### config.mk
export PLATFORM = sky130hd
export DESIGN_NAME = burst_ledger
export DESIGN_NICKNAME = d
export VERILOG_FILES = /design/src/axi_rd_pkg.sv /design/src/burst_ledger.sv
export SDC_FILE = /design/constraint.sdc
export NUM_CORES = 1
export LEC_CHECK = 0
export BUFFER_PORTS_ARGS = -buffer_cell sky130_fd_sc_hd__buf_2
export CORE_MARGIN = 3
export CORE_UTILIZATION = 44
export CTS_CLUSTER_DIAMETER = 100
export DETAILED_ROUTE_END_ITERATION = 16
export PLACE_DENSITY_LB_ADDON = 0.2
export REMOVE_ABC_BUFFERS = 1
export SLEW_MARGIN = 10
export SYNTH_ARGS = -nofsm -noshare
export SYNTH_HDL_FRONTEND = slang
export SYNTH_SLANG_ARGS = --single-unit
### constraint.sdc
create_clock -name aclk -period 2.83 [get_ports aclk]
set_input_delay 0.566 -clock aclk [delete_from_list [all_inputs] [get_ports aclk]]
set_output_delay 0.566 -clock aclk [all_outputs]
set_load 0.01 [all_outputs]
### src/axi_rd_pkg.sv
////////////////////////////////////////////////////////////////////////////
// Shared widths, burst constants and payload structs for the read master
// Every RTL module and the testbench pull this in by wildcard import
// Changing DATA_WIDTH or MAX_OUTSTANDING resizes the bursts and the FIFO
////////////////////////////////////////////////////////////////////////////
`default_nettype none

package axi_rd_pkg;

  ////////////////////////////////////////////////////////////////////////////
  // Bus and transfer widths
  ////////////////////////////////////////////////////////////////////////////
  localparam int ADDR_WIDTH      = 32;
  localparam int DATA_WIDTH      = 32;
  localparam int DW_BYTES        = DATA_WIDTH / 8;
  localparam int LOG_DW_BYTES    = $clog2(DW_BYTES);
  localparam int XFER_SIZE_WIDTH = 20;
  // Word count of a transfer, minus one
  localparam int TOTAL_LEN_WIDTH = XFER_SIZE_WIDTH - LOG_DW_BYTES;

  // Burst limited by 4 KB boundary and by 256 beats
  localparam int BURST_LEN       = (4096 / DW_BYTES < 256) ? 4096 / DW_BYTES : 256;
  localparam int LOG_BURST_LEN   = $clog2(BURST_LEN);
  localparam int BURST_BYTES     = BURST_LEN * DW_BYTES;
  localparam int BURST_CNT_WIDTH = TOTAL_LEN_WIDTH - LOG_BURST_LEN;

  // Outstanding limit, also sets FIFO size
  localparam int MAX_OUTSTANDING   = 4;
  localparam int OUTSTANDING_WIDTH = $clog2(MAX_OUTSTANDING + 1);
  localparam int FIFO_DEPTH        = 2 ** $clog2(BURST_LEN * MAX_OUTSTANDING);
  localparam int FIFO_PTR_WIDTH    = $clog2(FIFO_DEPTH);

  ////////////////////////////////////////////////////////////////////////////
  // Payload structs
  ////////////////////////////////////////////////////////////////////////////
  typedef struct packed {
    logic [ADDR_WIDTH-1:0]      addr_offset;
    logic [XFER_SIZE_WIDTH-1:0] xfer_size;
  } xfer_cmd_t;

  // last_burst is bursts minus one, final_len is arlen of the last burst
  typedef struct packed {
    logic [ADDR_WIDTH-1:0]      base_addr;
    logic [BURST_CNT_WIDTH-1:0] last_burst;
    logic [LOG_BURST_LEN-1:0]   final_len;
  } burst_plan_t;

  typedef struct packed {
    logic [ADDR_WIDTH-1:0] araddr;
    logic [7:0]            arlen;
  } ar_req_t;

  // Same beat format on R channel, FIFO and stream
  typedef struct packed {
    logic [DATA_WIDTH-1:0] data;
    logic                  last;
  } r_beat_t;

endpackage : axi_rd_pkg

`default_nettype wire
### src/burst_ledger.sv
////////////////////////////////////////////////////////////////////////////
// Burst bookkeeping between address side and data side
// Counts free outstanding slots to stall the AR channel and counts R
// bursts down to raise a one-cycle done after the final one
////////////////////////////////////////////////////////////////////////////
`default_nettype none

module burst_ledger import axi_rd_pkg::*; (
  input  wire              aclk,
  input  wire              areset,
  input  wire burst_plan_t plan,
  input  wire              plan_start,
  input  wire              ar_accept,
  input  wire              r_burst_end,
  input  wire              stream_burst_end,
  output logic             ar_stall,
  output logic             ctrl_done
);

  logic [OUTSTANDING_WIDTH-1:0] vacancy;
  logic [BURST_CNT_WIDTH-1:0]   r_bursts_left;
  logic                         r_active;
  logic                         r_final;

  ////////////////////////////////////////////////////////////////////////////
  // Outstanding slots
  ////////////////////////////////////////////////////////////////////////////
  // Slot taken by an AR handshake, freed once its burst leaves the stream
  always_ff @(posedge aclk) begin
    if (areset) begin
      vacancy <= OUTSTANDING_WIDTH'(MAX_OUTSTANDING);
    end else begin
      case ({ar_accept, stream_burst_end})
        2'b10:   vacancy <= vacancy - 1'b1;
        2'b01:   vacancy <= vacancy + 1'b1;
        default: vacancy <= vacancy;
      endcase
    end
  end

  assign ar_stall = (vacancy == '0);

  ////////////////////////////////////////////////////////////////////////////
  // R burst countdown and done
  ////////////////////////////////////////////////////////////////////////////
  assign r_final = r_active & r_burst_end & (r_bursts_left == '0);

  always_ff @(posedge aclk) begin
    if (areset) begin
      r_active      <= 1'b0;
      r_bursts_left <= '0;
      ctrl_done     <= 1'b0;
    end else begin
      ctrl_done <= r_final;
      if (plan_start) begin
        r_active      <= 1'b1;
        r_bursts_left <= plan.last_burst;
      end else if (r_final) begin
        r_active <= 1'b0;
      end else if (r_active && r_burst_end) begin
        r_bursts_left <= r_bursts_left - 1'b1;
      end
    end
  end

  // Stream never drains more bursts than were issued
  a_vacancy_max : assert property (@(posedge aclk) disable iff (areset)
    vacancy <= OUTSTANDING_WIDTH'(MAX_OUTSTANDING));

endmodule : burst_ledger

`default_nettype wire

# == Yosys cells after proc, flatten, opt, wreduce, memory -nomap -nowiden ==
# Cells that the tools add are included.
# word_totals
input_bits,56
word_cells,25
ff_bits,15
out_inout_bits,2
# op_classes
bitwise,2
n_eq_ne,3
mux,6
add_sub_neg,3
reduce_logical,7
# op_table
op,n
$mux W10,3
$logic_not A10 Y1,1
$sub A10 B1 Y10 const B,1
$pmux W3 S2,1
$reduce_bool A2 Y1,3
$add A3 B1 Y3 const B,1
$logic_not A3 Y1,1
$sub A3 B1 Y3 const B,1
$and A1 B1 Y1,2
$eq A2 B1 Y1 const B,1
$eq A2 B2 Y1 const B,1
$mux W1,2
$ne A2 B2 Y1 const B,1
$reduce_and A2 Y1,1
$logic_and A1 B1 Y1,1

# == Depth between registers and ports, before layout ==
# logic_depth
depth_word,4
ltp_mapped,7
ltp_nobuf,7

# == Worst setup path after synthesis ==
# Ideal clock, no wire load.
# synth_path
path_kind,input to register
from,input port ar_accept
to,register vacancy[2]
setup_ps,132
stages,7
required_ps,2698
path_buffers,0
arrival_ps,1877
path_slack_ps,821
cell_sequence,inv_1 > ha_1 > inv_1 > fa_1 > xor2_1 > o21ai_0 > or3b_2
# synth_via
elab_chain_len,2
word_cells_on_any_way,4
classes_between,eq/ne (2); mux (1); reduce/logical (1)
# synth_rtl
item,line_no,source
from (decl),burst_ledger.sv:13,"input wire ar_accept,"
$eq A2 B1 Y1 / $eq A2 B2 Y1 (equally long branches),burst_ledger.sv:33,"case ({ar_accept, stream_burst_end})"
$pmux W3 S2 / $reduce_bool A2 Y1 (equally long branches),-,
to (signal assigned),burst_ledger.sv:34,2'b10: vacancy <= vacancy - 1'b1;
to (signal assigned),burst_ledger.sv:35,2'b01: vacancy <= vacancy + 1'b1;
to (signal assigned),burst_ledger.sv:36,default: vacancy <= vacancy;
to (decl),burst_ledger.sv:20,logic [OUTSTANDING_WIDTH-1:0] vacancy;
# Parallel ways exist; a longest one is shown, timed or not.
# A chain may end at the register's enable or synchronous reset.

# == Worst setup path after layout ==
# Ends and elaborated chain as after synthesis.

==> impl_metrics.json <==
{
  "grt_max_degree": 16,
  "yosys_register_bits": 15,
  "worstPathRequired_ns": 3.00,
  "syn-cell-area_um2": 901,
  "dieArea_um2": 2630,
  "worstSetupEndpointType": "flop",
  "syn_avg_cell_area_um2": 9.19,
  "setup-tns-final_ns": 0,
  "cts_resized": 0,
  "drive_above_1_share": 0.250,
  "slew_headroom": 0.695,
  "cts_max_path_buffers": 2,
  "critPathMaxFanout": 2,
  "dr_total_vias": 784,
  "dp_hpwl_um": 1340,
  "worstHoldPathType": "input port to flop",
  "ir_worst_vdd_mv": 0.321,
  "ctsHoldBuffers": 0,
  "num_antenna_cells": 0,
  "placed_cell_area_um2": 1010,
  "hold_violations": 0,
  "antenna_found_initial": 0,
  "setup_viol": 0,
  "avgViaCountPerCell": 5.56,
  "yosys_most_used_dff": "dfxtp_1",
  "grt_pass1_vias": 764,
  "postCtsSetupRepairBufs": 0,
  "die_height_um": 51.3,
  "start_util": 0.495,
  "clock_skew_ns": 0.00747,
  "fin_crit_ns": 1.85,
  "port_buffers": 17,
  "route.detailed.drc": 0,
  "final_antenna_net_count": 0,
  "cts_buffers": 3,
  "fillCellCount": 177,
  "clk_pin_slew_ns": 0.09,
  "synth-edff-count": 0,
  "dr.first_iter.drc_count": 9,
  "fin_nets": 176,
  "overflow": 0,
  "tritoncts": "built",
  "cellPowerDensity_nw_per_um2": 485,
  "cts_max_level": 1,
  "wl_um": 1800,
  "start_kind": "input port",
  "p_leak_nw": 0.402,
  "io_pins": 58,
  "core_area_um2": 1820,
  "synthToLayoutAreaGrowth_pct": 14.6,
  "drt_first_pass_iters": 4,
  "status": "complete, no violations",
  "grt_usage": 0.160,
  "worstSetupPathType": "input port to flop",
  "synthDistinctLibCells": 35,
  "worst_pin_slew_ns": 0.455,
  "cts_root_buf": "clkbuf_4",
  "grt_pass1_wl_um": 3190,
  "cts_sinks": 15,
  "final_max_slew_viol_count": 0,
  "cap_violations": 0,
  "yosysWarnings": 0,
  "seq_area_frac_synth": 0.333,
  "postLayoutCellArea_um2": 1030,
  "crit_arrival_ns": 2.02,
  "wl_per_cell_um": 12.8,
  "async_reset_ff_frac": 0,
  "die_x_um": 51.3,
  "fmaxAchievable_mhz": 540,
  "synth_cells": 98,
  "insertion_delay_ns": 0.28,
  "rsz0062_at_grt": "no",
  "rows": 15,
  "gp_congestion": 0.733,
  "fin_crit_sh": 0.655
}
## Yosys cell counts (all sizes together), types with 3 or more instances
| library cell | count | area, um2 |
|---|---|---|
| nand2 | 3 | 11.3 |
| nor2 | 12 | 45.0 |
| mux2i | 3 | 30.0 |
| and4 | 3 | 28.8 |
| nand4 | 3 | 18.8 |
| nand3 | 3 | 15.0 |
| a211oi | 7 | 57.6 |
| clkbuf | 3 | 11.3 |
| a2111oi | 5 | 72.6 |
| inv | 9 | 33.8 |
| dfxtp | 15 | 300 |
| nor3 | 10 | 66.3 |
## cell usage in the layout, fill, tap and decap left out, types with 2 or more instances in the layout
master     count
inv_1          9
xnor2_1        2
dfxtp_1       15
nand4_1        3
a21oi_1        2
xor2_1         2
mux2i_1        3
nor3_1         8
nor2_1        12
clkbuf_4       3
and4_1         2
buf_2         17
a2111oi_1      3
nand2_1        3
nand3_1        3
ha_1           2
a211oi_1       6
or3_1          2
## layout make-up
| type | instances | area [um2] | area share |
|---|---|---|---|
| multi-input combinational | 71 | 556 | 0.538 |
| inverter | 9 | 33.8 | 0.0327 |
| clock buffer | 4 | 26.3 | 0.0255 |
| timing repair buffer | 17 | 85.1 | 0.0824 |
| tap | 25 | 31.3 | 0.0303 |
| sequential | 15 | 300 | 0.291 |
## stage by stage
stage,std cells,power (mW),setup slack [ns],hold slack [ns],utilization
4_1_cts,141,0.505,0.976,0.513,0.567
5_1_grt,141,0.534,0.840,0.517,0.567
3_3_place_gp,137,0.376,0.697,0.526,0.553
6_report,141,0.500,0.977,0.513,0.567
2_1_floorplan,95,0.344,0.821,0.487,-
3_5_place_dp,137,0.383,0.661,0.538,0.553
## flip-flops by register name (all words and copies together) (netlist names)
name / cells
r_bursts_left: 10
vacancy: 3
ctrl_done: 1
r_active: 1
## worst paths after layout
check | start | to | slack, ns | cells past startpoint
worst max-delay path | ar_accept | vacancy[2] | 0.98 | 8
worst min-delay path | plan[15] | r_bursts_left[7] | 0.51 | 3
worst max register to register | r_bursts_left[6] | r_bursts_left[5] | 1.09 | 4
worst min register to register | r_bursts_left[8] | r_bursts_left[8] | 0.55 | 2
## cell families after synthesis
logic type / Yosys count / synth area share
simple gates: 42 / 0.285
compound gates: 19 / 0.210
mux: 3 / 0.0333
buf+inv: 12 / 0.0500
flops: 15 / 0.333
xor+xnor: 4 / 0.0389
fa+ha+maj: 3 / 0.0500
## power breakdown
group | total (mW) | switching [mW] | internal [mW] | leakage (nW)
clock network | 0.123 | 0.0682 | 0.0547 | 0.0150
registers | 0.256 | 0.0250 | 0.231 | 0.125
logic | 0.121 | 0.0648 | 0.0565 | 0.262
total | 0.500 | 0.158 | 0.342 | 0.402
## per-layer routing
layer  routed length, um  global-route usage
met5                   0                   0
met4                  20              0.0393
met3                  96              0.0525
met2                 847               0.255
met1                 835               0.207
## worst max-delay path, cell delays in order
cell     delay (ns)
buf_2          0.10
inv_1          0.04
ha_1           0.17
inv_1          0.06
fa_1           0.37
xor2_1         0.16
o21ai_0        0.12
or3b_2         0.44
(Power assumes the default switching activity.)
