## src/axi_rd_pkg.sv

```systemverilog
////////////////////////////////////////////////////////////////////////////
// Shared widths, burst constants and payload structs for the read master
// Every RTL module and the testbench pull this in by wildcard import
// Changing DATA_WIDTH or MAX_OUTSTANDING resizes the bursts and the FIFO
////////////////////////////////////////////////////////////////////////////
`default_nettype none

package axi_rd_pkg;

  ////////////////////////////////////////////////////////////////////////////
  // Bus and transfer widths
  ////////////////////////////////////////////////////////////////////////////
  localparam int ADDR_WIDTH      = 32;
  localparam int DATA_WIDTH      = 32;
  localparam int DW_BYTES        = DATA_WIDTH / 8;
  localparam int LOG_DW_BYTES    = $clog2(DW_BYTES);
  localparam int XFER_SIZE_WIDTH = 20;
  // Word count of a transfer, minus one
  localparam int TOTAL_LEN_WIDTH = XFER_SIZE_WIDTH - LOG_DW_BYTES;

  // Burst limited by 4 KB boundary and by 256 beats
  localparam int BURST_LEN       = (4096 / DW_BYTES < 256) ? 4096 / DW_BYTES : 256;
  localparam int LOG_BURST_LEN   = $clog2(BURST_LEN);
  localparam int BURST_BYTES     = BURST_LEN * DW_BYTES;
  localparam int BURST_CNT_WIDTH = TOTAL_LEN_WIDTH - LOG_BURST_LEN;

  // Outstanding limit, also sets FIFO size
  localparam int MAX_OUTSTANDING   = 4;
  localparam int OUTSTANDING_WIDTH = $clog2(MAX_OUTSTANDING + 1);
  localparam int FIFO_DEPTH        = 2 ** $clog2(BURST_LEN * MAX_OUTSTANDING);
  localparam int FIFO_PTR_WIDTH    = $clog2(FIFO_DEPTH);

  ////////////////////////////////////////////////////////////////////////////
  // Payload structs
  ////////////////////////////////////////////////////////////////////////////
  typedef struct packed {
    logic [ADDR_WIDTH-1:0]      addr_offset;
    logic [XFER_SIZE_WIDTH-1:0] xfer_size;
  } xfer_cmd_t;

  // last_burst is bursts minus one, final_len is arlen of the last burst
  typedef struct packed {
    logic [ADDR_WIDTH-1:0]      base_addr;
    logic [BURST_CNT_WIDTH-1:0] last_burst;
    logic [LOG_BURST_LEN-1:0]   final_len;
  } burst_plan_t;

  typedef struct packed {
    logic [ADDR_WIDTH-1:0] araddr;
    logic [7:0]            arlen;
  } ar_req_t;

  // Same beat format on R channel, FIFO and stream
  typedef struct packed {
    logic [DATA_WIDTH-1:0] data;
    logic                  last;
  } r_beat_t;

endpackage : axi_rd_pkg

`default_nettype wire
```

## src/ar_issuer.sv

```systemverilog
////////////////////////////////////////////////////////////////////////////
// Read-address channel driver
// Loaded by plan_start, issues one AR request per burst, stepping the
// address by a full burst each time, and holds back while ar_stall is high
////////////////////////////////////////////////////////////////////////////
`default_nettype none

module ar_issuer import axi_rd_pkg::*; (
  input  wire              aclk,
  input  wire              areset,
  input  wire burst_plan_t plan,
  input  wire              plan_start,
  input  wire              ar_stall,
  output logic             m_axi_arvalid,
  input  wire              m_axi_arready,
  output ar_req_t          m_axi_ar,
  output logic             ar_accept
);

  logic                       idle;
  logic [ADDR_WIDTH-1:0]      addr;
  logic [BURST_CNT_WIDTH-1:0] bursts_left;
  logic                       final_burst;
  logic                       issue_ok;

  assign ar_accept   = m_axi_arvalid & m_axi_arready;
  assign final_burst = (bursts_left == '0);
  // Work pending and room for another burst
  assign issue_ok    = (plan_start | ~idle) & ~ar_stall;

  ////////////////////////////////////////////////////////////////////////////
  // Valid and idle control
  ////////////////////////////////////////////////////////////////////////////
  always_ff @(posedge aclk) begin
    if (areset) begin
      m_axi_arvalid <= 1'b0;
    end else if (!m_axi_arvalid) begin
      m_axi_arvalid <= issue_ok;
    end else if (m_axi_arready) begin
      // One idle cycle so the stall sees the updated vacancy
      m_axi_arvalid <= 1'b0;
    end
  end

  always_ff @(posedge aclk) begin
    if (areset) begin
      idle        <= 1'b1;
      bursts_left <= '0;
    end else if (plan_start) begin
      idle        <= 1'b0;
      bursts_left <= plan.last_burst;
    end else if (ar_accept) begin
      if (final_burst) begin
        idle <= 1'b1;
      end else begin
        bursts_left <= bursts_left - 1'b1;
      end
    end
  end

  // Address steps one full burst per accept
  always_ff @(posedge aclk) begin
    if (plan_start) begin
      addr <= plan.base_addr;
    end else if (ar_accept) begin
      addr <= addr + ADDR_WIDTH'(BURST_BYTES);
    end
  end

  // Only the last burst is short
  assign m_axi_ar = '{
    araddr: addr,
    arlen:  final_burst ? 8'(plan.final_len) : 8'(BURST_LEN - 1)
  };

  // Request held steady until the slave takes it
  a_ar_stable : assert property (@(posedge aclk) disable iff (areset)
    m_axi_arvalid && !m_axi_arready |=> m_axi_arvalid && $stable(m_axi_ar));

endmodule : ar_issuer

`default_nettype wire

```

## config.mk

```make
export PLATFORM = sky130hd
export DESIGN_NAME = ar_issuer
export DESIGN_NICKNAME = d
export VERILOG_FILES = /design/src/axi_rd_pkg.sv /design/src/ar_issuer.sv
export SDC_FILE = /design/constraint.sdc
export NUM_CORES = 1
export LEC_CHECK = 0
export ABC_AREA = 1
export BUFFER_PORTS_ARGS = -buffer_cell sky130_fd_sc_hd__buf_4
export CORE_ASPECT_RATIO = 1.75
export CORE_MARGIN = 2
export CORE_UTILIZATION = 50
export CTS_CLUSTER_SIZE = 12
export DETAILED_ROUTE_END_ITERATION = 8
export PLACE_DENSITY = 0.84
export SKIP_CTS_REPAIR_TIMING = 1
export SLEW_MARGIN = 5
export SYNTH_ARGS = -nofsm -noshare
export SYNTH_HDL_FRONTEND = slang
export SYNTH_SLANG_ARGS = --single-unit
export TNS_END_PERCENT = 30
```

## constraint.sdc

```tcl
create_clock -name aclk -period 2.4 [get_ports aclk]
set_clock_uncertainty 0.1 [all_clocks]
set_input_delay 0.36 -clock aclk [delete_from_list [all_inputs] [get_ports aclk]]
set_output_delay 0.36 -clock aclk [all_outputs]
set_load 0.01 [all_outputs]
```

; Word-level counts from Yosys, hierarchy flattened
; Index checks and enable logic that the tools add are counted.
[classes]
n_eq_ne = 1
n_reduce_logical = 5
addsub = 2
bitwise_logic = 5
n_mux = 11
[op_table]
columns = op, count
row1 = 32-bit 2-to-1 mux, 2
row2 = "32-bit by 11-bit adder with 32-bit output, second input constant", 1
row3 = 10-bit 2-to-1 mux, 3
row4 = 10-bit zero test, 1
row5 = "10-bit by 1-bit subtractor with 10-bit output, second input constant", 1
row6 = 8-bit 2-to-1 mux, 1
row7 = 1-bit 2-to-1 mux, 5
row8 = 2-bit AND reduction, 2
row9 = 2-bit nonzero test, 2
row10 = 1-bit AND, 2
row11 = "2-bit inequality test, second input constant", 1
row12 = 1-bit inverter, 2
row13 = 1-bit OR, 1
[totals]
in_bits = 55
output_inout_bits = 42
reg_bits = 44
wordCells = 28

; Longest topological paths before layout
; Gate-level depths: netlist of run 1.
[depth]
ltp_word = 4
ltp_mapped = 10
ltp_nobuf = 10

; Least setup slack after synthesis of run 1
; No wires, ideal clock.
[synth_path]
path_type = register -> register
start = register addr[10]
end = register addr[26], data pin
arrival_ps = 1400
slack_ps = 646
stages_incl_launch_ff = 11
period_less_slack_ps = 1754
n_path_buf = 0
setup_ps = 254
required_time_ps = 2046
cell_sequence = edfxtp_1 -> ha_1 -> nand2_2 -> nor2_8 -> nand3_2 -> nor2_4 -> nand2_2 -> nor2_1 -> nand2_1 -> nand3_1 -> nand2_1
[synth_via]
elab_chain_len = 3
[synth_rtl]
columns = item, line_no
row1 = "start, declared", ar_issuer.sv:21  ; logic [ADDR_WIDTH-1:0] addr;
row2 = "start signal, assigned", ar_issuer.sv:64  ; addr <= plan.base_addr;
row3 = "start signal, assigned", ar_issuer.sv:66  ; addr <= addr + ADDR_WIDTH'(BURST_BYTES);
row4 = 32-bit by 11-bit adder with 32-bit output, ar_issuer.sv:66
row5 = 32-bit 2-to-1 mux, ar_issuer.sv:65  ; end else if (ar_accept) begin
row6 = 32-bit 2-to-1 mux, ar_issuer.sv:63  ; if (plan_start) begin
; No other way between the ends. The select of a mux whose other input is x is not followed.
; A chain may end at the register's enable or synchronous reset.

==> results of run 1 <==
## cell usage in the layout, fill, tap and decap left out, types with 2 or more instances in the layout
| cell type | n |
|---|---|
| nor3_1 | 7 |
| dfxtp_1 | 12 |
| nand2_2 | 4 |
| inv_1 | 43 |
| a31oi_1 | 3 |
| a21oi_1 | 15 |
| ha_1 | 2 |
| nor2_2 | 3 |
| nand4_1 | 5 |
| edfxtp_1 | 32 |
| inv_2 | 5 |
| xor2_1 | 6 |
| o21ai_0 | 12 |
| clkbuf_8 | 5 |
| nor2_4 | 4 |
| nand2_1 | 127 |
| buf_4 | 101 |
| nand3_1 | 27 |
| o21ai_1 | 8 |
| nor2_1 | 21 |
## layer usage
metal	vias to the layer above	GRT usage (%)	share of wire, %
met3	8	4.124	6.1
met5	-	0	0
met2	94	44.19	56
met1	1228	23.13	36
li1	1336	-	-
met4	0	10.49	1.4
## flip-flops by register name (all words and copies together), names as in the netlist
name           flops
addr              32
bursts_left       10
idle               1
m_axi_arvalid      1
## power breakdown
part           switching [mW]  internal (mW)  total (mW)
clock network           0.280          0.314       0.594
registers              0.0659          0.900       0.966
logic                   0.289          0.238       0.527
## final timing paths
| check | start | endpoint | slack, ns | depth (start not counted) |
|---|---|---|---|---|
| hold reg to reg | bursts_left[0] | bursts_left[0] | 0.38 | 2 |
| setup reg to reg | addr[10] | addr[26] | 0.55 | 10 |
| setup / recovery | bursts_left[0] | m_axi_ar[6] | 0.22 | 8 |
| hold / removal | areset | bursts_left[3] | 0.17 | 2 |
## logic make-up after synthesis
| kind of cell | share of synthesized area, % |
|---|---|
| muxes | 0.3790 |
| DFF | 45.48 |
| buffers and inverters | 8.858 |
| and+or+nand+nor | 34.68 |
| adders and majority gates | 0.9473 |
| AOI/OAI and AO/OA | 7.343 |
| xor gates and xnor gates | 2.321 |
## metrics by stage
step | total power, mW | utilization (%) | setup WS, ns | hold slack (ns)
floorplan | 1.274 | - | 0.6460 | 0.3291
global placement | 1.495 | 66.15 | 0.5982 | 0.3576
finish | 2.087 | 68.38 | 0.2180 | 0.1718
global route | 2.188 | 68.38 | 0.04324 | 0.1782
CTS | 2.102 | 68.38 | 0.2003 | 0.1640
detailed placement | 1.510 | 66.15 | 0.5378 | 0.3712
## Yosys cell counts (5+ instances only)
cell,n
a21oi_1,15
dfxtp_1,12
edfxtp_1,32
inv_1,43
inv_2,5
nand2_1,127
nand3_1,27
nand4_1,5
nor2_1,21
nor3_1,7
o21ai_0,12
o21ai_1,8
xor2_1,6
## area by class of cell
cell class	count	area [µm²]
fill	448	1634
tap	55	68.82
sequential	44	1201
timing repair buffer	101	758.2
clock buffer	5	68.82
inverter	49	183.9
multi-input combinational	253	1206
clock inverter	3	46.29
==> impl_metrics.toml, run 1 <==
[die]
die_w_um = 58.94
rows = 35
die_h_um = 100.1
initial_core_util_pct = 51.11
ios = 97
die_area_um2 = 5903
core-area_um2 = 5167

[cts]
clock-sinks = 44
clkLatencyLatePin_ns = 0.29
cts_tree = "yes"
clock_tree.root_cell = "clkbuf_8"
cts_made_buffers = 5
cts.clk_slew.worst_paths_ns = 0.09
clock_path_buffers = 2
h-tree-depth = 2

[drt]
initialDrtViolationCount = 140
drtPass1Iterations = 7
via_count = 2666
routed_wl_mm = 6.552
drtAntennaViolNets = 0
wl_per_cell_um = 12.85
drc_errors = 6
via_per_inst = 5.227

[layout]
nets = 511
drive_above_1_share_pct = 28.57
final_cells = 510
n_antenna_cell = 0
final_cell_area_um2 = 3533
area_growth_pct = 33.78

[sta]
setup_viol = 0
post-route-period-util_pct = 90.92
slew_headroom_pct = 62.05
worst_pin_slew_ns = 0.5692
fmax_mhz = 458.3
tns_ns = 0
finalHoldViolCount = 0
finalMaxSlewViolations = 0
min_period_ns = 2.182
grt_setup_unrepaired = "false"

[worst_setup_path]
cpPeakStageDelay_ns = 0.33
crit_family = "simple AND/OR/NAND/NOR gates"
crit_path_end_kind = "output pin"
path_buf_inv = 2
path_max_fanout = 9
crit_arrival_ns = 1.72
worstSetupPathType = "flop to output pin"
required_ns = 1.94
startpoint_type = "flop"
crit_top_cell = "nand2_1"
crit_slowest_cell = "dfxtp_1"
path_cells = "inv_1, ha_1, nand2_2, nor2_2, nand2_1, nor2_4, nand2_1, buf_4"

[hold_path]
min_path_type = "input port to flop"

[logic_synthesis]
syn_inst = 356
synth_nets = 413
yosysTopAreaCell = "edfxtp_1"
synth_top_area_share_pct = 36.38
ys_top_cells_by_area = "edfxtp_1 (36%), nand2_1 (18%), dfxtp_1 (9.1%), inv_1 (6.1%), nand3_1 (5.1%)"
yosysUniqueCellTypes = 32
syn-cell-area_um2 = 2641
synth_edf_count = 32
yosysWarningCount = 0
synth_seq_area_share_pct = 45.48
ys_async_sr_fraction_pct = 0
synth_ff_type = "edfxtp_1"
syn_area_per_cell_um2 = 7.419
ys_seq_elements = 44

[global_routing]
grt_start_max_net_pins = 59
grtUsageTotal_pct = 23.19
antenna_found_initial = 0
grt_pass1_wl_mm = 10.76
overflow = 0
grt_pass1_vias = 2677

[placement]
dp_hpwl_mm = 4.978
placedCellCount = 502
dpl_cell_area_um2 = 3418
port_buffers = 96
gp_congestion = 0.9371

[power]
p_leak_nw = 1.745
power_density_nw_per_um2 = 590.6
peakVddDrop_v = 0.0003706

[status]
failed_checks = "design-rule violations"
status = "finished with violations"

[run]
drv_cap = 0
(Power assumes the default switching activity.)
==> inputs of run 2 (changes only) <==
Settings changed: CORE_UTILIZATION 50 to 54, PLACE_DENSITY 0.84 to 0.89.
Clock period 2.4 ns to 2.8 ns, I/O delays scaled along.
==> run 2 against run 1 <==
  * The flow now finishes without violations
  * Setup slack improved by 0.31 ns
  * First-iteration DRC count fell by 2.1%
  * Sequential power fell by 14%
  * Global-route usage rose by 1.7 points
  * Critical path type unchanged
  * Critical endpoint is now m_axi_ar[0]
==> impl_metrics.toml, run 2 (synthesis results as in run 1) <==
[status]
status = "complete, no violations"

[layout]
regMostFlops = "addr"
final_cell_mix = "nand2_1 (127), buf_4 (100), inv_1 (43)"
reg_top3 = "addr (32), bursts_left (10)"
final_cell_area_um2 = 3490
area_growth_pct = 32.12
drive_above_1_share_pct = 28.19
nets = 510
final_common_cell = "nand2_1"
final_cells = 506
largest_reg_flops = 32
n_antenna_cell = 0
n_fill_cell = 364
fin_util_pct = 74.14

[cts]
cts_made_buffers = 5
clock_path_buffers = 2
clock-sinks = 44
cts_tree = "yes"
clkLatencyLatePin_ns = 0.29
cts.clk_slew.worst_paths_ns = 0.08
h-tree-depth = 2
clock_tree.root_cell = "clkbuf_8"

[sta]
finalHoldViolCount = 0
finalMaxSlewViolations = 0
worst_pin_slew_ns = 0.5692
setup_viol = 0
fmax_mhz = 440.2
post-route-period-util_pct = 81.14
slew_headroom_pct = 62.05
tns_ns = 0
min_period_ns = 2.272
grt_setup_unrepaired = "false"

[global_routing]
overflow = 0
grt_start_max_net_pins = 59
grt_pass1_wl_mm = 10.69
grtUsageTotal_pct = 24.86
antenna_found_initial = 0
grt_pass1_vias = 2582

[worst_setup_path]
required_ns = 2.28
crit_slowest_cell = "dfxtp_1"
path_max_fanout = 9
cpPeakStageDelay_ns = 0.33
crit_top_cell = "nand2_1"
startpoint_type = "flop"
worstSetupPathType = "flop to output pin"
crit_path_end_kind = "output pin"
path_cells = "inv_1, ha_1, nand2_2, nor2_2, nand2_1, nor2_4, nand2_1, buf_4"
path_buf_inv = 2
crit_family = "simple AND/OR/NAND/NOR gates"
crit_arrival_ns = 1.75

[die]
core-area_um2 = 4707
die_h_um = 96.52
rows = 33
die_w_um = 56.87
die_area_um2 = 5488
ios = 97
initial_core_util_pct = 56.11

[power]
pwr-share-clk_pct = 23.2
p_leak_nw = 1.731
power_density_nw_per_um2 = 478.2
swShare_pct = 31.45
peakVddDrop_v = 0.0004793
power_frac_comb_pct = 27.2
p_sw_mw = 0.5249
p_seq_share_pct = 49.6
p_int_mw = 1.144
total_power_mw = 1.669

[drt]
drtPass1Iterations = 4
drtAntennaViolNets = 0
drc_errors = 0
wl_per_cell_um = 13.24
routed_wl_mm = 6.700
dr_wl_met3_um = 481
via_per_inst = 5.255
routed.top_layer = "met4"
wl_met1_mm = 2.244
wl_met2_mm = 3.795
via_count = 2659
initialDrtViolationCount = 137

[placement]
dpl_cell_area_um2 = 3407
port_buffers = 96
gp_congestion = 0.8536
placedCellCount = 498
dp_hpwl_mm = 5.119

[run]
drv_cap = 0

[hold_path]
min_path_type = "input port to flop"
[run 2: final cells by class]
cell class / count / area (µm²) / share of cell area (%)
tap: 52 / 65.06 / 1.864
inverter: 49 / 183.9 / 5.271
clock inverter: 3 / 13.76 / 0.3944
timing repair buffer: 100 / 750.7 / 21.51
sequential: 44 / 1201 / 34.42
clock buffer: 5 / 68.82 / 1.972
multi-input combinational: 253 / 1206 / 34.56
[run 2: through the flow]
step	worst slack (ns)	hold slack [ns]
4_1_cts	0.5261	0.2316
6_report	0.5281	0.2290
3_5_place_dp	0.8518	0.3641
2_1_floorplan	1.046	0.3379
5_1_grt	0.3992	0.2287
3_3_place_gp	0.9181	0.3567
[run 2: layer usage]
metal,global-route usage [%],vias up
met3,4.794,17
met5,0,-
met2,48.74,111
li1,-,1332
met1,24.25,1199
met4,12.40,0
[run 2: final timing paths]
| path | startpoint | to | slack [ns] | cells past startpoint |
|---|---|---|---|---|
| max | bursts_left[0] | m_axi_ar[0] | 0.53 | 8 |
| min | areset | bursts_left[2] | 0.23 | 2 |
| max reg2reg | addr[10] | addr[26] | 0.84 | 10 |
| min reg2reg | idle | idle | 0.38 | 2 |
[run 2: power by group through the flow]
stage / clock, mW / sequential [mW] / combinational (mW)
after CTS: 0.393 / 0.828 / 0.456
after global placement: 0 / 0.839 / 0.438
final: 0.387 / 0.828 / 0.454
after floorplan: 0 / 0.851 / 0.241
after detailed placement: 0 / 0.843 / 0.454
after global routing: 0.425 / 0.837 / 0.503
[run 2: worst register-to-register path: stages (launching register included)]
cell,delay [ns]
edfxtp_1,0.44
ha_1,0.22
nand2_2,0.11
nor2_8,0.16
nand3_2,0.12
nor2_4,0.17
nand2_2,0.10
nor2_1,0.13
nand2_1,0.06
nand3_1,0.07
nand2_1,0.05
