File: src/axi_rd_pkg.sv
////////////////////////////////////////////////////////////////////////////
// Shared widths, burst constants and payload structs for the read master
// Every RTL module and the testbench pull this in by wildcard import
// Changing DATA_WIDTH or MAX_OUTSTANDING resizes the bursts and the FIFO
////////////////////////////////////////////////////////////////////////////
`default_nettype none

package axi_rd_pkg;

  ////////////////////////////////////////////////////////////////////////////
  // Bus and transfer widths
  ////////////////////////////////////////////////////////////////////////////
  localparam int ADDR_WIDTH      = 32;
  localparam int DATA_WIDTH      = 32;
  localparam int DW_BYTES        = DATA_WIDTH / 8;
  localparam int LOG_DW_BYTES    = $clog2(DW_BYTES);
  localparam int XFER_SIZE_WIDTH = 20;
  // Word count of a transfer, minus one
  localparam int TOTAL_LEN_WIDTH = XFER_SIZE_WIDTH - LOG_DW_BYTES;

  // Burst limited by 4 KB boundary and by 256 beats
  localparam int BURST_LEN       = (4096 / DW_BYTES < 256) ? 4096 / DW_BYTES : 256;
  localparam int LOG_BURST_LEN   = $clog2(BURST_LEN);
  localparam int BURST_BYTES     = BURST_LEN * DW_BYTES;
  localparam int BURST_CNT_WIDTH = TOTAL_LEN_WIDTH - LOG_BURST_LEN;

  // Outstanding limit, also sets FIFO size
  localparam int MAX_OUTSTANDING   = 4;
  localparam int OUTSTANDING_WIDTH = $clog2(MAX_OUTSTANDING + 1);
  localparam int FIFO_DEPTH        = 2 ** $clog2(BURST_LEN * MAX_OUTSTANDING);
  localparam int FIFO_PTR_WIDTH    = $clog2(FIFO_DEPTH);

  ////////////////////////////////////////////////////////////////////////////
  // Payload structs
  ////////////////////////////////////////////////////////////////////////////
  typedef struct packed {
    logic [ADDR_WIDTH-1:0]      addr_offset;
    logic [XFER_SIZE_WIDTH-1:0] xfer_size;
  } xfer_cmd_t;

  // last_burst is bursts minus one, final_len is arlen of the last burst
  typedef struct packed {
    logic [ADDR_WIDTH-1:0]      base_addr;
    logic [BURST_CNT_WIDTH-1:0] last_burst;
    logic [LOG_BURST_LEN-1:0]   final_len;
  } burst_plan_t;

  typedef struct packed {
    logic [ADDR_WIDTH-1:0] araddr;
    logic [7:0]            arlen;
  } ar_req_t;

  // Same beat format on R channel, FIFO and stream
  typedef struct packed {
    logic [DATA_WIDTH-1:0] data;
    logic                  last;
  } r_beat_t;

endpackage : axi_rd_pkg

`default_nettype wire
File: src/rd_request_setup.sv
////////////////////////////////////////////////////////////////////////////
// Front end of the read master
// Samples the command on ctrl_start, rounds the byte count up to words,
// aligns the address down to a burst boundary and splits the word count
// into a burst plan, announced by plan_start two cycles later
////////////////////////////////////////////////////////////////////////////
`default_nettype none

module rd_request_setup import axi_rd_pkg::*; (
  input  wire              aclk,
  input  wire              areset,
  input  wire              ctrl_start,
  input  wire xfer_cmd_t   ctrl_cmd,
  output burst_plan_t      plan,
  output logic             plan_start
);

  logic [TOTAL_LEN_WIDTH-1:0] size_words;
  logic                       partial_word;
  logic [TOTAL_LEN_WIDTH-1:0] total_len_r;
  logic [ADDR_WIDTH-1:0]      base_addr_r;
  logic                       start_d1;

  // Whole words in the byte count
  assign size_words   = ctrl_cmd.xfer_size[LOG_DW_BYTES +: TOTAL_LEN_WIDTH];
  // Leftover bytes need one more word
  assign partial_word = |ctrl_cmd.xfer_size[LOG_DW_BYTES-1:0];

  // Command capture, held until the next start
  always_ff @(posedge aclk) begin
    if (ctrl_start) begin
      // Stored as words minus one, same convention as arlen
      total_len_r <= partial_word ? size_words : size_words - 1'b1;
      base_addr_r <= ctrl_cmd.addr_offset & ~ADDR_WIDTH'(BURST_BYTES - 1);
    end
  end

  // Upper bits count full bursts, lower bits give the final arlen
  assign plan = '{
    base_addr:  base_addr_r,
    last_burst: total_len_r[LOG_BURST_LEN +: BURST_CNT_WIDTH],
    final_len:  total_len_r[LOG_BURST_LEN-1:0]
  };

  // Two-stage start delay
  always_ff @(posedge aclk) begin
    if (areset) begin
      start_d1   <= 1'b0;
      plan_start <= 1'b0;
    end else begin
      start_d1   <= ctrl_start;
      plan_start <= start_d1;
    end
  end

endmodule : rd_request_setup

`default_nettype wire

File: config.mk
export PLATFORM = sky130hd
export DESIGN_NAME = rd_request_setup
export DESIGN_NICKNAME = d
export VERILOG_FILES = /design/src/axi_rd_pkg.sv /design/src/rd_request_setup.sv
export SDC_FILE = /design/constraint.sdc
export NUM_CORES = 1
export LEC_CHECK = 0
export ABC_AREA = 0
export ABC_CLOCK_PERIOD_IN_PS = 3400
export BUFFER_PORTS_ARGS = -buffer_cell sky130_fd_sc_hd__buf_2
export CAP_MARGIN = 20
export CORE_ASPECT_RATIO = 0.8
export CORE_UTILIZATION = 25
export CTS_CLUSTER_DIAMETER = 120
export DETAILED_ROUTE_END_ITERATION = 6
export PLACE_DENSITY = 0.63
export SETUP_SLACK_MARGIN = 0.4
export SYNTH_ARGS = -nofsm -noshare
export SYNTH_HDL_FRONTEND = slang
export SYNTH_SLANG_ARGS = --single-unit
File: constraint.sdc
create_clock -name aclk -period 3.4 [get_ports aclk]
set_input_delay 0.34 -clock aclk [delete_from_list [all_inputs] [get_ports aclk]]
set_output_delay 0.34 -clock aclk [all_outputs]
set_load 0.02 [all_outputs]
* Yosys cells after proc, flatten, opt, wreduce, memory -nomap -nowiden *
Index checks and enable logic that the tools add are counted.

operators by class
  $add $sub $neg = 1
  multiply operators = 0
  div/mod/pow operators = 0
  magnitude comparators = 0
  equal/unequal tests = 0
  shift operators = 0
  muxes and demuxes = 1
  bitwise operators = 0
  reduce and logical (&&, ||, !) cells = 1

operators by type and width
  operator                                                               number
  18-bit two-way mux                                                     1
  18-bit by 1-bit subtractor with 18-bit output (second input constant)  1
  2-bit OR reduction                                                     1

word-level totals
  register bits after elaboration = 42
  bits in latches = 0
  bits in writable memories = 0
  ROM bits = 0
  input bits = 55
  word-level logic and storage cells = 7
  memories kept = 0

* Logic depth before layout (Yosys ltp) *
Gate-level depths: netlist of run 1.

  word-level depth = 2
  gate-level depth with buffers = 6
  mapped depth without buffers = 6

* Worst setup path after synthesis of run 1 *
No wires, ideal clock.

  kind = input to register
  start = in ctrl_cmd[2] (netlist name)
  end = reg total_len_r[14] (data pin)
  data arrival time = 1.226 ns
  path slack = 1.912 ns
  stages = 6
  buffers on the path = 0
  cell sequence = inv_1 ha_1 nor2b_1 nand4_2 nor3b_2 xor2_1

between the ends
  longest elaborated chain between the ends = 2

ends and longest elaborated chain
  element                                        RTL line                source
  start: declaration                             rd_request_setup.sv:13  input wire xfer_cmd_t ctrl_cmd,
  18-bit by 1-bit subtractor with 18-bit output  rd_request_setup.sv:33  total_len_r <= partial_word ? size_words : size_words - 1'b1;
  18-bit two-way mux                             rd_request_setup.sv:33
  end signal: assignment                         rd_request_setup.sv:33
  end: declaration                               rd_request_setup.sv:20  logic [TOTAL_LEN_WIDTH-1:0] total_len_r;

No other way between the ends.
A chain may end at the register's enable or synchronous reset.

* Worst setup path in the final report of run 1 *
Same ends and word-level chain as after synthesis.

==> impl_metrics.json, run 1 <==
{
  "status": "completed",
  "dieArea_sq_mm": 0.00719,
  "viasPerCell": 3.88,
  "power_density_mw_per_mm2": 473,
  "netlist_area_sq_mm": 0.00171,
  "synth-seq-area-share": 0.724,
  "clk_latency_ns": 0.28,
  "initial_core_util": 0.263,
  "p_leak_uw": 0.000954,
  "hold_class": "input port to flip-flop",
  "cp.arrival_ns": 1.46,
  "reg2reg_depth": 1,
  "cts_resized": 0,
  "final_hold_viol_count": 0,
  "dp_hpwl_microns": 2490,
  "period_needed_ns": 1.42,
  "io_buffers": 85,
  "final_nets": 254,
  "fin_crit_sh": 0.419,
  "crit_end": "total_len_r[14]",
  "fin_area_sq_mm": 0.00228,
  "syn_inst": 107,
  "ant_nets": 0,
  "cts_made_buffers": 5,
  "drive_gt1_frac": 0.492,
  "first_iter_violations": 20,
  "tns_ns": 0,
  "yosys.cell_types.count": 21,
  "cts-root-buf": "clkbuf_8",
  "post_cts_buffers": 0,
  "whs_path_depth": 2,
  "postSynthAreaPerCell_sq_um": 16.0,
  "worst-path-max-fanout": 4,
  "die_height_microns": 76.1,
  "synth_top_area_frac": 0.701,
  "cts_sinks": 42,
  "drc": 0,
  "die_width_microns": 94.6,
  "r2r_start": "start_d1",
  "end_kind": "flip-flop",
  "relSlewSlack": 0.400,
  "rows": 26,
  "diodes": 0,
  "gr-total-overflow": 0,
  "setup_viol": 0,
  "detail_route.first_pass.iterations": 3,
  "worst_pin_slew_ns": 0.901,
  "cts_tree": "done",
  "critPathLaunchType": "input port",
  "antenna_found_initial": 0,
  "rrSetupSlack_ns": 2.90,
  "drv_cap": 0,
  "ios": 106,
  "area_growth_pct": 33.2,
  "ctsHoldBuffers": 0,
  "grtUsageTotal": 0.0903,
  "fmax_ghz": 0.702,
  "finClkSkew_ns": 0.0000873,
  "clock_path_buffers": 2,
  "path_clk_slew_ns": 0.07,
  "crit_required_ns": 3.44,
  "synth.yosys.warnings": 0,
  "slew_violations": 0,
  "wl_microns": 3190,
  "synth_seq_cells": 42,
  "vdd_drop_max_v": 0.000116,
  "r2r-end": "plan_start",
  "place_area_sq_mm": 0.00220,
  "grt_max_degree": 42,
  "grt_setup_unrepaired": "no",
  "grt_pass1_vias": 1036,
  "yosys-top-cells-area": "edfxtp_1 70%, xnor2_1 5.1%, buf_4 4.4%, xor2_1 3.6%, dfxtp_1 2.3%",
  "crit_start": "ctrl_cmd[2]",
  "gp_congestion": 0.684,
  "vias": 1097,
  "crit_type": "input port to flip-flop",
  "wire_per_inst_microns": 11.3,
  "yosys.area.top_type": "edfxtp_1",
  "fp.coreArea_sq_mm": 0.00651,
  "cts.htree.levels": 2,
  "grt_pass1_wl_microns": 4730
}
[how the worst min path moves through the flow]
stage	from	end	slack, ns
2_1_floorplan	areset	plan_start	0.41
3_3_place_gp	start_d1	plan_start	0.43
3_5_place_dp	start_d1	plan_start	0.43
4_1_cts	areset	start_d1	0.21
5_1_grt	ctrl_cmd[46]	base_addr_r[26]	0.21
6_report	areset	plan_start	0.23
[state kept, by name, indices dropped and copies added (netlist names)]
name,cells
plan_start,1
total_len_r,18
start_d1,1
base_addr_r,22
[stage by stage]
step / hold WS [ns] / total power [uW] / std cells / util / worst slack, ns
after detailed placement: 0.428 / 798 / 275 / 0.339 / 1.65
after CTS: 0.212 / 1100 / 283 / 0.351 / 1.97
after global routing: 0.207 / 1140 / 283 / 0.351 / 1.89
after floorplan: 0.412 / 724 / 116 / - / 1.91
after global placement: 0.427 / 794 / 275 / 0.339 / 1.66
final: 0.225 / 1080 / 283 / 0.351 / 1.98
[power breakdown]
group          internal [uW]  switching, uW  total, uW
combinational           54.8            109        164
clock                    146            152        297
sequential               612           7.79        619
total                    812            269       1080
[critical path, cell delays in order]
cell and delay (ns):
buf_2 0.11, inv_1 0.08, ha_1 0.19, nor2b_1 0.21, nand4_2 0.20, nor3b_2 0.25
xor2_1 0.08
[per-layer routing]
layer	track usage	vias to the layer above	wire, microns
met3	0.0429	8	385
li1	-	544	-
met4	0.0591	0	91
met5	0	-	0
met2	0.150	59	1550
met1	0.0887	486	1170
[final cells by class]
type / count / area [sq um]
repair buffers: 85 / 425
well taps: 84 / 105
multi-input cells: 62 / 424
fillers: 667 / 4220
flip-flops and latches: 42 / 1240
inverters: 2 / 7.51
clock buffers: 8 / 80.1
[cells in the mapped netlist]
library cell	count
edfxtp_1	40
buf_4	10
xnor2_1	10
xor2_1	7
nand2_1	6
nor2_1	6
nor3_1	6
nor2b_1	3
dfxtp_1	2
inv_1	2
nand3_1	2
nand4_2	2
nor3_2	2
nor3b_2	2
a21oi_1	1
and2_1	1
conb_1	1
ha_1	1
nor4_1	1
nor4_2	1
nor4_4	1
[placed cells by master, fill, tap and decap left out, drive strengths merged]
master	synthesis	routed
nor3b	2	2
xor2	7	7
a21oi	1	1
edfxtp	40	40
nor4	3	3
xnor2	10	10
ha	1	1
buf	10	85
dfxtp	2	2
inv	2	2
nor3	8	8
clkbuf	0	8
nand4	2	2
nor2b	3	3
and2	1	1
conb	1	10
nand3	2	2
nor2	6	6
nand2	6	6
[kinds of logic after synthesis]
logic type,after synthesis,synth area share
AO/OA/AOI/OAI,1,0.00292
XOR/XNOR,17,0.0869
adder cells (fa/ha/maj),1,0.00730
buffers and inverters,12,0.0482
flip-flops,42,0.724
other,1,0.00219
AND/OR/NAND/NOR,33,0.128
No activity file was read; power rests on OpenSTA's default activity.
==> run 2, diff against run 1 <==
- ABC_CLOCK_PERIOD_IN_PS: 3400 -> 1450
- clock period: 3.4 -> 1.45 ns (I/O delays scaled with it)
==> run 2 against run 1 <==
Non-clock buffer count rose by 11. Clock skew barely moved. Critical path depth fell by 1. Clock-buffer cell count fell by 3. Combinational power rose to 2.6 times the previous value. Clock power rose to 3.0 times the previous value. Sequential share of layout area fell by 4.2 points. Die area did not move. Global-route usage barely moved. Sequential power rose by 130%. Largest cell class unchanged.
==> impl_metrics.json, run 2 (synthesis results as in run 1) <==
{
  "final_hold_viol_count": 0,
  "grtUsageTotal": 0.0900,
  "setup_viol": 0,
  "ios": 106,
  "dp_hpwl_microns": 2450,
  "largestRegisters": "base_addr_r x22, total_len_r x18",
  "critPathTopFamily": "simple AND/OR/NAND/NOR gates",
  "cts_made_buffers": 5,
  "vdd_drop_max_v": 0.000382,
  "clk_latency_ns": 0.28,
  "clock_path_buffers": 2,
  "drc": 0,
  "grt_max_degree": 42,
  "end_kind": "flip-flop",
  "layout_common_cells": "83 x buf_2, 40 x edfxtp_1, 10 x xnor2_1, 10 x conb_1, 10 x buf_4",
  "vias": 1142,
  "fin_crit_sh": 0.743,
  "cts_sinks": 42,
  "final_nets": 265,
  "hold_class": "input port to flip-flop",
  "regArea_sq_mm": 0.00124,
  "die_height_microns": 76.1,
  "io_buffers": 85,
  "cts-root-buf": "clkbuf_8",
  "power_uw": 2760,
  "slew_violations": 0,
  "path_buf_inv": 2,
  "fill_cells": 655,
  "drv_cap": 0,
  "place_ws_ns": -0.0155,
  "largest_reg_flops": 22,
  "slowest_stage": "nor4_4",
  "finClkSkew_ns": 0.000108,
  "critPathLaunchType": "input port",
  "power_density_mw_per_mm2": 1120,
  "fmax_ghz": 0.928,
  "dieArea_sq_mm": 0.00719,
  "ctsHoldBuffers": 0,
  "crit_required_ns": 1.49,
  "path_clk_slew_ns": 0.08,
  "worst_slack_ns": 0.373,
  "initial_core_util": 0.263,
  "detail_route.first_pass.iterations": 4,
  "drive_gt1_frac": 0.562,
  "final_common_cell": "buf_2",
  "grt_pass1_wl_microns": 4800,
  "largest_register": "base_addr_r",
  "fp.coreArea_sq_mm": 0.00651,
  "cp.arrival_ns": 1.12,
  "viasPerCell": 3.88,
  "cts.htree.levels": 2,
  "gr-total-overflow": 0,
  "p_leak_uw": 0.00105,
  "antenna_found_initial": 0,
  "worstPathCellList": "buf_8 -> nor4_4 -> buf_4 -> nand4_2 -> nor3b_2 -> xor2_1",
  "status": "completed",
  "diodes": 0,
  "period_needed_ns": 1.08,
  "area_growth_pct": 44.2,
  "cts_tree": "done",
  "wire_per_inst_microns": 11.0,
  "worst-path-max-fanout": 3,
  "die_width_microns": 94.6,
  "grt_pass1_vias": 1003,
  "rows": 26,
  "ant_nets": 0,
  "max_stage_delay_ns": 0.27,
  "multiInputGateArea_sq_um": 469,
  "first_iter_violations": 27,
  "crit_type": "input port to flip-flop",
  "wl_microns": 3240,
  "grt_setup_unrepaired": "yes",
  "gp_congestion": 0.698
}
run 2: cell count changes in the layout (fill, tap and decap cells not counted), moves of 2 or more:
cell	before	now
buf_2	85	83
buf_4	0	10
buf_8	0	2
clkbuf_1	3	0
clkinv_2	0	2
nor3_1	6	3
nor3_2	2	5
run 2: repair_timing:
item                       CTS  global route
pin swaps                    5             4
setup buffers                1             3
resized for setup            6             5
setup endpoints to repair    9            11
run 2: through the flow:
| stage | setup TNS, ns | cell area, sq um | std cells | hold slack, ns | util |
|---|---|---|---|---|---|
| after floorplan | 0 | 1770 | 116 | 0.217 | - |
| after global placement | -0.0566 | 2290 | 282 | 0.320 | 0.352 |
| after detailed placement | -0.0287 | 2290 | 282 | 0.323 | 0.352 |
| after CTS | 0 | 2430 | 291 | 0.0135 | 0.373 |
| after global routing | 0 | 2470 | 294 | 0.00778 | 0.380 |
| final | 0 | 2470 | 294 | 0.0226 | 0.380 |
run 2: report_power, final:
part	internal (uW)	switching, uW
sequential	1430	18.3
clock	507	387
combinational	154	265
total	2090	670
run 2: layout make-up:
type                            instances  share of cell area
Timing Repair Buffer                   96               0.219
Clock inverter                          3              0.0162
Inverter                                2             0.00304
Multi-Input combinational cell         62               0.190
Sequential cell                        42               0.502
Tap cell                               84              0.0425
Clock buffer                            5              0.0278
run 2: layer usage:
layer | GRT usage | part of all wire
met5 | 0 | 0
met1 | 0.0993 | 0.38
met2 | 0.143 | 0.49
met4 | 0.0500 | 0.023
met3 | 0.0409 | 0.11
run 2: path summary, 6_finish.rpt:
check | start | endpoint | slack, ns | depth (start not counted)
min | areset | start_d1 | 0.02 | 2
max | ctrl_cmd[5] | total_len_r[17] | 0.37 | 6
min reg2reg | start_d1 | plan_start | 0.45 | 1
max reg2reg | start_d1 | plan_start | 0.94 | 1
==> run 3, diff against run 2 <==
- ABC_CLOCK_PERIOD_IN_PS: 1450 -> 1000
- clock period: 1.45 -> 1 ns (I/O delays scaled with it)
==> run 3 against run 2 <==
Critical path type unchanged. The flow now finishes with violations (hold timing, setup timing). Utilization increased by 8.7 points. Combinational power rose by 110%. Highest routed layer unchanged. Flip-flop and latch count is the same. Die area unchanged. Global-route usage rose by 1.3 points. First-iteration DRC count is 15% higher.
==> impl_metrics.json, run 3 (synthesis results as in run 1) <==
{
  "status": "finished, violations left",
  "violations": "hold timing, setup timing",
  "fill_cells": 589,
  "finClkSkew_ns": 0.000218,
  "dp_hpwl_microns": 2690,
  "path_buf_inv": 2,
  "area_growth_pct": 77.1,
  "layout_common_cells": "52 x buf_6, 40 x edfxtp_1, 37 x buf_2",
  "drv_cap": 0,
  "max_stage_delay_ns": 0.27,
  "critPathTopFamily": "simple AND/OR/NAND/NOR gates",
  "cp.arrival_ns": 1.06,
  "gr-total-overflow": 0,
  "multiInputGateArea_sq_um": 594,
  "regArea_sq_mm": 0.00124,
  "io_buffers": 85,
  "crit_required_ns": 1.03,
  "period_needed_ns": 1.03,
  "largest_reg_flops": 22,
  "setup_viol": 3,
  "grtUsageTotal": 0.103,
  "fmax_ghz": 0.971,
  "dieArea_sq_mm": 0.00719,
  "largest_register": "base_addr_r",
  "worst_slack_ns": -0.0303,
  "wl_microns": 3670,
  "cts.htree.levels": 2,
  "grt_pass1_vias": 1234,
  "power_density_mw_per_mm2": 1330,
  "final_hold_viol_count": 21,
  "initial_core_util": 0.263,
  "hold_class": "input port to flip-flop",
  "rows": 26,
  "fp.coreArea_sq_mm": 0.00651,
  "cts-root-buf": "clkbuf_8",
  "fin_crit_sh": 1.03,
  "grtUsageMet3": 0.0389,
  "ios": 106,
  "grt_setup_unrepaired": "yes",
  "cts_tree": "done",
  "crit_type": "input port to flip-flop",
  "die_width_microns": 94.6,
  "detail_route.first_pass.iterations": 3,
  "first_iter_violations": 31,
  "viasPerCell": 3.92,
  "clk_latency_ns": 0.28,
  "worstPathCellList": "buf_8 -> nor4_4 -> buf_6 -> nand4_4 -> nor3b_2 -> xor2_1",
  "busiest_layer": "met2",
  "cts_made_buffers": 5,
  "drc": 0,
  "worst-path-max-fanout": 5,
  "p_leak_uw": 0.00131,
  "met1_usage": 0.112,
  "whs_ns": -0.0260,
  "dp_cells": 299,
  "path_clk_slew_ns": 0.07,
  "drive_gt1_frac": 0.665,
  "end_kind": "flip-flop",
  "largestRegisters": "base_addr_r x22, total_len_r x18",
  "slowest_stage": "nor4_4",
  "gp_congestion": 0.755,
  "antenna_found_initial": 0,
  "vias": 1218,
  "grt_util_met2": 0.177,
  "slew_violations": 0,
  "grt_pass1_wl_microns": 5600,
  "vdd_drop_max_v": 0.000484,
  "die_height_microns": 76.1,
  "final_nets": 282,
  "diodes": 0,
  "critPathLaunchType": "input port",
  "ant_nets": 0,
  "wire_per_inst_microns": 11.8,
  "power_uw": 4040,
  "grt_max_degree": 42,
  "stdcell_count": 311,
  "cts_sinks": 42,
  "clock_path_buffers": 2,
  "final_common_cell": "buf_6"
}
-- run 3: area by class of cell --
cell class              count  area share
multi-input cells          62       0.196
clock buffers               8      0.0264
flip-flops and latches     42       0.409
well taps                  84      0.0346
repair buffers            113       0.326
inverters                   2     0.00742
-- run 3: timing repair --
item / in CTS / in global routing
hold endpoints to repair: 24 / 24
buffers inserted: 1 / 3
gates resized for setup: 119 / 10
pin swaps: 13 / 14
endpoints found under the setup margin: 59 / 59
-- run 3: path summary, 6_finish.rpt --
check,start,end,slack (ns),cells past startpoint
setup reg to reg,start_d1,plan_start,0.49,1
hold reg to reg,start_d1,plan_start,0.44,1
hold / removal,areset,plan_start,-0.03,2
setup / recovery,ctrl_cmd[0],total_len_r[14],-0.03,6
-- run 3: layer usage --
layer / up-vias / wire length, microns
li1: 602 / -
met1: 560 / 1380
met2: 50 / 1920
met3: 6 / 296
met4: 0 / 66
met5: - / 0
-- run 3: stage by stage --
step                      area (sq um)  utilization  hold WS (ns)  setup WS (ns)  setup TNS [ns]
after floorplan                   1820            -         0.172         -0.184           -1.37
after global placement            2460        0.379         0.276         -0.348           -3.96
after detailed placement          2460        0.379         0.279         -0.380           -4.06
after CTS                         2960        0.456       -0.0387        -0.0252         -0.0541
after global routing              3040        0.467       -0.0496        -0.0543          -0.167
final                             3040        0.467       -0.0260        -0.0303         -0.0450
-- run 3: report_power, final --
group,internal [uW],switching (uW),total (uW)
sequential,2080,56.4,2140
clock,496,519,1020
combinational,456,430,886
